==> config.mk <==
export PLATFORM = sky130hd
export DESIGN_NAME = rv_core
export DESIGN_NICKNAME = d
export VERILOG_FILES = /design/src/rv_core_pkg.sv /design/src/rv_core.sv /design/src/rv_decode.sv /design/src/rv_execute.sv /design/src/rv_writeback.sv
export SDC_FILE = /design/constraint.sdc
export NUM_CORES = 2
export LEC_CHECK = 0
export BUFFER_PORTS_ARGS = -buffer_cell sky130_fd_sc_hd__buf_2
export CAP_MARGIN = 15
export CORE_MARGIN = 4
export CORE_UTILIZATION = 45
export CTS_CLUSTER_SIZE = 28
export DETAILED_ROUTE_END_ITERATION = 8
export PLACE_DENSITY_LB_ADDON = 0.15
export SLEW_MARGIN = 20
export SYNTH_ARGS = -nofsm -noshare
export SYNTH_HDL_FRONTEND = slang
export SYNTH_SLANG_ARGS = --single-unit
==> constraint.sdc <==
create_clock -name clk -period 7.25 [get_ports clk]
set_input_delay 0.3625 -clock clk [delete_from_list [all_inputs] [get_ports clk]]
set_output_delay 0.3625 -clock clk [all_outputs]
set_load 0.02 [all_outputs]
==> src/rv_core_pkg.sv <==
`default_nettype none

package rv_core_pkg;

    // data path and register file geometry
    localparam int XLEN       = 32;
    localparam int REG_COUNT  = 32;
    localparam int REG_ADDR_W = 5;

    typedef logic [REG_ADDR_W-1:0] reg_addr_t;
    typedef logic [XLEN-1:0]       word_t;

    // major opcodes kept in this core
    localparam logic [6:0] OPC_OP     = 7'b0110011;
    localparam logic [6:0] OPC_OP_IMM = 7'b0010011;
    localparam logic [6:0] OPC_LUI    = 7'b0110111;

    // funct3 encodings shared by OP and OP-IMM
    localparam logic [2:0] F3_ADD_SUB = 3'b000;
    localparam logic [2:0] F3_SLL     = 3'b001;
    localparam logic [2:0] F3_SLT     = 3'b010;
    localparam logic [2:0] F3_SLTU    = 3'b011;
    localparam logic [2:0] F3_XOR     = 3'b100;
    localparam logic [2:0] F3_SR      = 3'b101;
    localparam logic [2:0] F3_OR      = 3'b110;
    localparam logic [2:0] F3_AND     = 3'b111;

    // selects sub and sra/srai
    localparam logic [6:0] F7_ALT = 7'b0100000;

    // instruction formats, msb first
    typedef struct packed {
        logic [6:0] funct7;
        reg_addr_t  rs2;
        reg_addr_t  rs1;
        logic [2:0] funct3;
        reg_addr_t  rd;
        logic [6:0] opcode;
    } inst_r_t;

    typedef struct packed {
        logic [11:0] imm12;
        reg_addr_t   rs1;
        logic [2:0]  funct3;
        reg_addr_t   rd;
        logic [6:0]  opcode;
    } inst_i_t;

    typedef struct packed {
        logic [19:0] imm20;
        reg_addr_t   rd;
        logic [6:0]  opcode;
    } inst_u_t;

    // one instruction word, three views
    typedef union packed {
        inst_r_t r;
        inst_i_t i;
        inst_u_t u;
    } inst_t;

    typedef enum logic [3:0] {
        ALU_ADD,
        ALU_SUB,
        ALU_SLL,
        ALU_SLT,
        ALU_SLTU,
        ALU_XOR,
        ALU_SRL,
        ALU_SRA,
        ALU_OR,
        ALU_AND,
        ALU_PASS_B
    } alu_op_t;

    // decode to execute pipeline register
    typedef struct packed {
        logic      valid;
        logic      wr;
        reg_addr_t rd;
        reg_addr_t rs1;
        reg_addr_t rs2;
        logic      use_rs2;
        alu_op_t   alu_op;
        word_t     op_a;
        word_t     op_b;
    } dec_exe_t;

    // one finished result, also the retire record
    typedef struct packed {
        logic      valid;
        logic      wr;
        reg_addr_t rd;
        word_t     value;
    } wb_t;

endpackage

`default_nettype wire

==> src/rv_core.sv <==
`timescale 1ns/1ps
`default_nettype none

module rv_core (
    input  logic               clk,
    input  logic               reset,
    input  logic               inst_valid,
    input  rv_core_pkg::inst_t inst,
    output rv_core_pkg::wb_t   retire
);
    import rv_core_pkg::*;

    dec_exe_t  dec;
    wb_t       res;
    reg_addr_t ra1;
    reg_addr_t ra2;
    word_t     rd1;
    word_t     rd2;

    rv_decode u_decode (
        .clk        (clk),
        .reset      (reset),
        .inst_valid (inst_valid),
        .inst       (inst),
        .ra1        (ra1),
        .ra2        (ra2),
        .rd1        (rd1),
        .rd2        (rd2),
        .wb         (retire),
        .dec        (dec)
    );

    rv_execute u_execute (
        .clk   (clk),
        .reset (reset),
        .dec   (dec),
        .res   (res)
    );

    rv_writeback u_writeback (
        .clk    (clk),
        .reset  (reset),
        .res    (res),
        .ra1    (ra1),
        .ra2    (ra2),
        .rd1    (rd1),
        .rd2    (rd2),
        .retire (retire)
    );

endmodule

`default_nettype wire

==> src/rv_decode.sv <==
`timescale 1ns/1ps
`default_nettype none

module rv_decode (
    input  logic                  clk,
    input  logic                  reset,
    input  logic                  inst_valid,
    input  rv_core_pkg::inst_t    inst,
    output rv_core_pkg::reg_addr_t ra1,
    output rv_core_pkg::reg_addr_t ra2,
    input  rv_core_pkg::word_t    rd1,
    input  rv_core_pkg::word_t    rd2,
    input  rv_core_pkg::wb_t      wb,
    output rv_core_pkg::dec_exe_t dec
);
    import rv_core_pkg::*;

    logic     supported;
    logic     use_rs2;
    logic     is_lui;
    alu_op_t  alu_op;
    word_t    imm;
    word_t    rs1_val;
    word_t    rs2_val;
    dec_exe_t dec_d;

    // funct3 mapping common to register and immediate forms
    function automatic alu_op_t base_op(input logic [2:0] f3);
        case (f3)
            F3_ADD_SUB: return ALU_ADD;
            F3_SLL:     return ALU_SLL;
            F3_SLT:     return ALU_SLT;
            F3_SLTU:    return ALU_SLTU;
            F3_XOR:     return ALU_XOR;
            F3_SR:      return ALU_SRL;
            F3_OR:      return ALU_OR;
            default:    return ALU_AND;
        endcase
    endfunction

    assign ra1 = inst.r.rs1;
    assign ra2 = inst.r.rs2;

    // writeback bypass, the register file writes on this same edge
    assign rs1_val = (wb.valid && wb.wr && wb.rd == ra1) ? wb.value : rd1;
    assign rs2_val = (wb.valid && wb.wr && wb.rd == ra2) ? wb.value : rd2;

    assign is_lui = (inst.r.opcode == OPC_LUI);

    always_comb begin
        supported = 1'b1;
        use_rs2   = 1'b0;
        alu_op    = base_op(inst.r.funct3);
        imm       = {{(XLEN-12){inst.i.imm12[11]}}, inst.i.imm12};
        case (inst.r.opcode)
            OPC_OP: begin
                use_rs2 = 1'b1;
                if (inst.r.funct7 == F7_ALT) begin
                    if (inst.r.funct3 == F3_ADD_SUB) begin
                        alu_op = ALU_SUB;
                    end else if (inst.r.funct3 == F3_SR) begin
                        alu_op = ALU_SRA;
                    end else begin
                        supported = 1'b0;
                    end
                end else if (inst.r.funct7 != '0) begin
                    supported = 1'b0;
                end
            end
            OPC_OP_IMM: begin
                // shifts keep funct7 in the top of imm12
                if (inst.i.funct3 == F3_SLL || inst.i.funct3 == F3_SR) begin
                    imm = {{(XLEN-5){1'b0}}, inst.i.imm12[4:0]};
                    if (inst.i.funct3 == F3_SR && inst.r.funct7 == F7_ALT) begin
                        alu_op = ALU_SRA;
                    end else if (inst.r.funct7 != '0) begin
                        supported = 1'b0;
                    end
                end
            end
            OPC_LUI: begin
                alu_op = ALU_PASS_B;
                imm    = {inst.u.imm20, 12'b0};
            end
            default: supported = 1'b0;
        endcase
    end

    always_comb begin
        dec_d.valid   = inst_valid && supported;
        dec_d.wr      = inst_valid && supported && (inst.r.rd != '0);
        dec_d.rd      = inst.r.rd;
        // lui has no source register, keep execute from forwarding into it
        dec_d.rs1     = is_lui ? '0 : inst.r.rs1;
        dec_d.rs2     = inst.r.rs2;
        dec_d.use_rs2 = use_rs2;
        dec_d.alu_op  = alu_op;
        dec_d.op_a    = is_lui ? '0 : rs1_val;
        dec_d.op_b    = use_rs2 ? rs2_val : imm;
    end

    always_ff @(posedge clk) begin
        if (reset) begin
            dec.valid <= 1'b0;
            dec.wr    <= 1'b0;
        end else begin
            dec <= dec_d;
        end
    end

endmodule

`default_nettype wire

==> src/rv_execute.sv <==
`timescale 1ns/1ps
`default_nettype none

module rv_execute (
    input  logic                  clk,
    input  logic                  reset,
    input  rv_core_pkg::dec_exe_t dec,
    output rv_core_pkg::wb_t      res
);
    import rv_core_pkg::*;

    logic  fwd_a;
    logic  fwd_b;
    word_t a;
    word_t b;
    word_t alu_out;

    // result register feeds back to the next instruction
    assign fwd_a = res.valid && res.wr && (res.rd == dec.rs1);
    assign fwd_b = res.valid && res.wr && dec.use_rs2 && (res.rd == dec.rs2);

    assign a = fwd_a ? res.value : dec.op_a;
    assign b = fwd_b ? res.value : dec.op_b;

    always_comb begin
        case (dec.alu_op)
            ALU_ADD:  alu_out = a + b;
            ALU_SUB:  alu_out = a - b;
            ALU_SLL:  alu_out = a << b[4:0];
            ALU_SLT:  alu_out = {{(XLEN-1){1'b0}}, $signed(a) < $signed(b)};
            ALU_SLTU: alu_out = {{(XLEN-1){1'b0}}, a < b};
            ALU_XOR:  alu_out = a ^ b;
            ALU_SRL:  alu_out = a >> b[4:0];
            // arithmetic shift keeps the sign
            ALU_SRA:  alu_out = $signed(a) >>> b[4:0];
            ALU_OR:   alu_out = a | b;
            ALU_AND:  alu_out = a & b;
            default:  alu_out = b;
        endcase
    end

    always_ff @(posedge clk) begin
        if (reset) begin
            res.valid <= 1'b0;
            res.wr    <= 1'b0;
        end else begin
            res.valid <= dec.valid;
            res.wr    <= dec.wr;
        end
        res.rd    <= dec.rd;
        res.value <= alu_out;
    end

endmodule

`default_nettype wire

==> src/rv_writeback.sv <==
`timescale 1ns/1ps
`default_nettype none

module rv_writeback (
    input  logic                   clk,
    input  logic                   reset,
    input  rv_core_pkg::wb_t       res,
    input  rv_core_pkg::reg_addr_t ra1,
    input  rv_core_pkg::reg_addr_t ra2,
    output rv_core_pkg::word_t     rd1,
    output rv_core_pkg::word_t     rd2,
    output rv_core_pkg::wb_t       retire
);
    import rv_core_pkg::*;

    word_t regs [REG_COUNT];

    // wr is never set for x0, so entry 0 stays zero after reset
    always_ff @(posedge clk) begin
        if (reset) begin
            for (int i = 0; i < REG_COUNT; i++) begin
                regs[i] <= '0;
            end
        end else if (res.valid && res.wr) begin
            regs[res.rd] <= res.value;
        end
    end

    // read ports, no clock
    assign rd1 = regs[ra1];
    assign rd2 = regs[ra2];

    // the result register is the retire record
    assign retire = res;

endmodule

`default_nettype wire

==> flow_summary.toml <==
[floorplan]
ios = 74
core_mm2 = 0.1540
die_x_um = 401.7
fp.dieH_um = 401.7
initial_core_util = 0.4527
rows = 144
dieArea_mm2 = 0.1613

[logic_synthesis]
yosysTopAreaCellShare = 0.4771
synth-seq-area-share = 0.4888
synth_area_leaders = "edfxtp_1, mux4_2, and2_1"
ys.flop_type = "edfxtp_1"
synth_cell_types = 89
syn_avg_cell_area_um2 = 12.98
netlist_instances = 5374
synth_nets = 5510
synth-edff-count = 1108
yosys_warnings = 0
synth_seq_cells = 1149
yosysTopAreaCell = "edfxtp_1"
synth_area_mm2 = 0.06974
postSynth.asyncResetShare = 0

[critical_path]
path_class = "flip-flop to flip-flop"
endpoint_kind = "flip-flop"
worst_ep_required_time_ps = 7890
cp-start-kind = "flip-flop"
cpPeakStageDelay_ps = 860
cpMaxStageDelayCell = "nand4_1"
critPathMaxFanout = 19
cp.arrival_ps = 7060
crit_chain = "xnor2_1 -> nand4_1 -> o21ai_0 -> nand2_1 -> ha_1 -> inv_1 -> nor4_1 -> and3_1 -> nand3_1 -> a22o_1 -> o2111a_1 -> a221oi_1 -> o221a_2 -> o22ai_1"

[placement]
gp_congestion = 1.036
port_buffers = 73
placedCellCount = 7087
dp_hpwl_um = 180600

[power]
ir_drop_v = 0.0002287
p_total_mw = 18.18
pwr-share-seq = 0.428
pwr-share-clk = 0.372
p_leak_nw = 27.55
internal_power_mw = 12.52
powerDensity_mw_per_mm2 = 235.4
p_comb_frac = 0.199
swShare = 0.3111
p_sw_mw = 5.657

[route]
vias = 50300
via_per_inst = 6.843
drc = 0
first_iter_violations = 7582
dr_wl_met3_um = 32090
top_layer = "met5"
ant_nets = 0
wl_met2_um = 124000
avgRoutedWirePerCell_um = 38.47
wl_met1_um = 111400
wl_um = 282800
drtPass1Iterations = 8

[run]
cap_violations = 0

[sta]
finClkSkew_ps = 21.90
finalSetupViolCount = 0
timing.slew.headroom = 0.2093
tightest_slew_ps = 1153
fin_tns_setup_ps = 0
min_period_ps = 6422
hold_slack_ps = 90.49
finalCritPeriodShare = 0.8858
max_freq_ghz = 0.1557
drv_slew = 0
rsz0062_at_grt = "no"
hold_viol = 0

[global_route]
grt_pass1_vias = 48850
track_usage = 0.3450
antenna_found_initial = 28
grt_pass1_wl_um = 392000
grt_max_degree = 108
overflow = 0

[layout]
fin_cells = 7351
final_common_cell = "edfxtp_1"
area_delta_synth_final_pct = 10.75
drive_gt1_frac = 0.2298
fin_nets = 5333
nFillCells = 13180
fin_util = 0.5014
layout_common_cells = "edfxtp_1, and2_1, mux4_2"

[min_path]
hold_class = "primary input to flip-flop"

[clock_tree]
cts_root_buf = "clkbuf_16"
clockBufferDepth = 3
clock_latency_ps = 770
numCtsBuffers = 134
cts.sinks = 1149
cts_tree = "yes"
cts_resized = 0
clk_pin_slew_ps = 60
htreeDepth = 4

[outcome]
status = "complete, no violations"
## path summary, 6_finish.rpt
| check | startpoint | to | slack, ps | cells past startpoint |
|---|---|---|---|---|
| max | u_execute.res[36] | u_execute.res[30] | 830 | 14 |
| min | inst[14] | u_decode.dec[66] | 90 | 3 |
| max reg2reg | u_execute.res[36] | u_execute.res[30] | 830 | 14 |
| min reg2reg | u_decode.dec[84] | u_execute.res[37] | 480 | 1 |
## through the flow
stage | cell area, um2 | worst slack (ps)
floorplan | 69740 | 844.6
global placement | 72570 | 1133
detailed placement | 72710 | 1098
CTS | 77160 | 1089
global route | 77220 | 717.6
finish | 77240 | 828.0
## logic make-up after synthesis
family	Yosys count	synth area share
and+or+nand+nor	1716	0.1379
DFF	1149	0.4888
AOI/OAI and AO/OA	892	0.08326
muxes	796	0.2294
buffers and inverters	684	0.03739
adders and majority gates	101	0.01834
xor gates and xnor gates	36	0.004844
## power by group through the flow
stage               combinational [mW]  sequential (mW)  clock [mW]
floorplan                         1.99             7.84           0
global placement                  3.53             7.90           0
detailed placement                3.51             7.91           0
CTS                               3.53             7.77        6.85
global route                      3.73             7.80        7.12
finish                            3.63             7.78        6.77
## routing by layer
| metal | track usage | up-vias |
|---|---|---|
| met4 | 0.1540 | 12 |
| li1 | - | 20400 |
| met1 | 0.4825 | 25970 |
| met5 | 0 | - |
| met2 | 0.5085 | 3307 |
| met3 | 0.09037 | 609 |
## cells in the mapped netlist, types with 12 or more instances
cell type / n
buf_1: 81
o211ai_1: 77
nand3_1: 93
mux2_2: 17
ha_1: 99
a211oi_1: 82
or4_1: 12
a32oi_1: 19
edfxtp_1: 1108
mux2i_1: 139
nand2b_1: 12
nand2_1: 192
a221oi_1: 22
clkbuf_1: 474
xor2_1: 13
xnor2_1: 20
nor3_1: 113
nor4_1: 21
a21oi_1: 148
o22ai_1: 17
a31oi_1: 27
inv_1: 97
buf_2: 26
a22oi_1: 38
nor2_1: 196
a21o_1: 16
nand4_1: 35
dfxtp_1: 41
o21bai_1: 20
nand3b_1: 12
mux4_2: 640
o21ai_0: 291
and2_1: 975
## state kept, by name, summed over array words and instances (netlist names)
register / flops
u_execute.res: 39
u_decode.dec: 86
u_writeback.regs: 1024
## area by class of cell
class / count / area, um2 / share of cell area
flip-flops and latches: 1149 / 34100 / 0.4415
multi-input cells: 3541 / 33750 / 0.4369
clock buffers: 175 / 3600 / 0.04661
well taps: 2044 / 2557 / 0.03311
repair buffers: 270 / 2147 / 0.02780
clock inverters: 64 / 685.7 / 0.008878
inverters: 101 / 384.1 / 0.004973
diodes: 7 / 17.52 / 0.0002268
## critical path, delay by kind of cell, from the launching register on
kind                       cells  cell delay, ps
and+or+nand+nor                5            2500
AOI/OAI and AO/OA              6            2010
adders and majority gates      1             710
DFF                            1             650
xor gates and xnor gates       1             210
buffers and inverters          1             190
## what timing repair did
| item | CTS | global route |
|---|---|---|
| endpoints found under the setup margin | 0 | 0 |
| hold buffers | 16 | 0 |
| hold endpoints to repair | 24 | 0 |
| buffers inserted | 0 | 0 |
No activity file was read; power rests on OpenSTA's default activity.
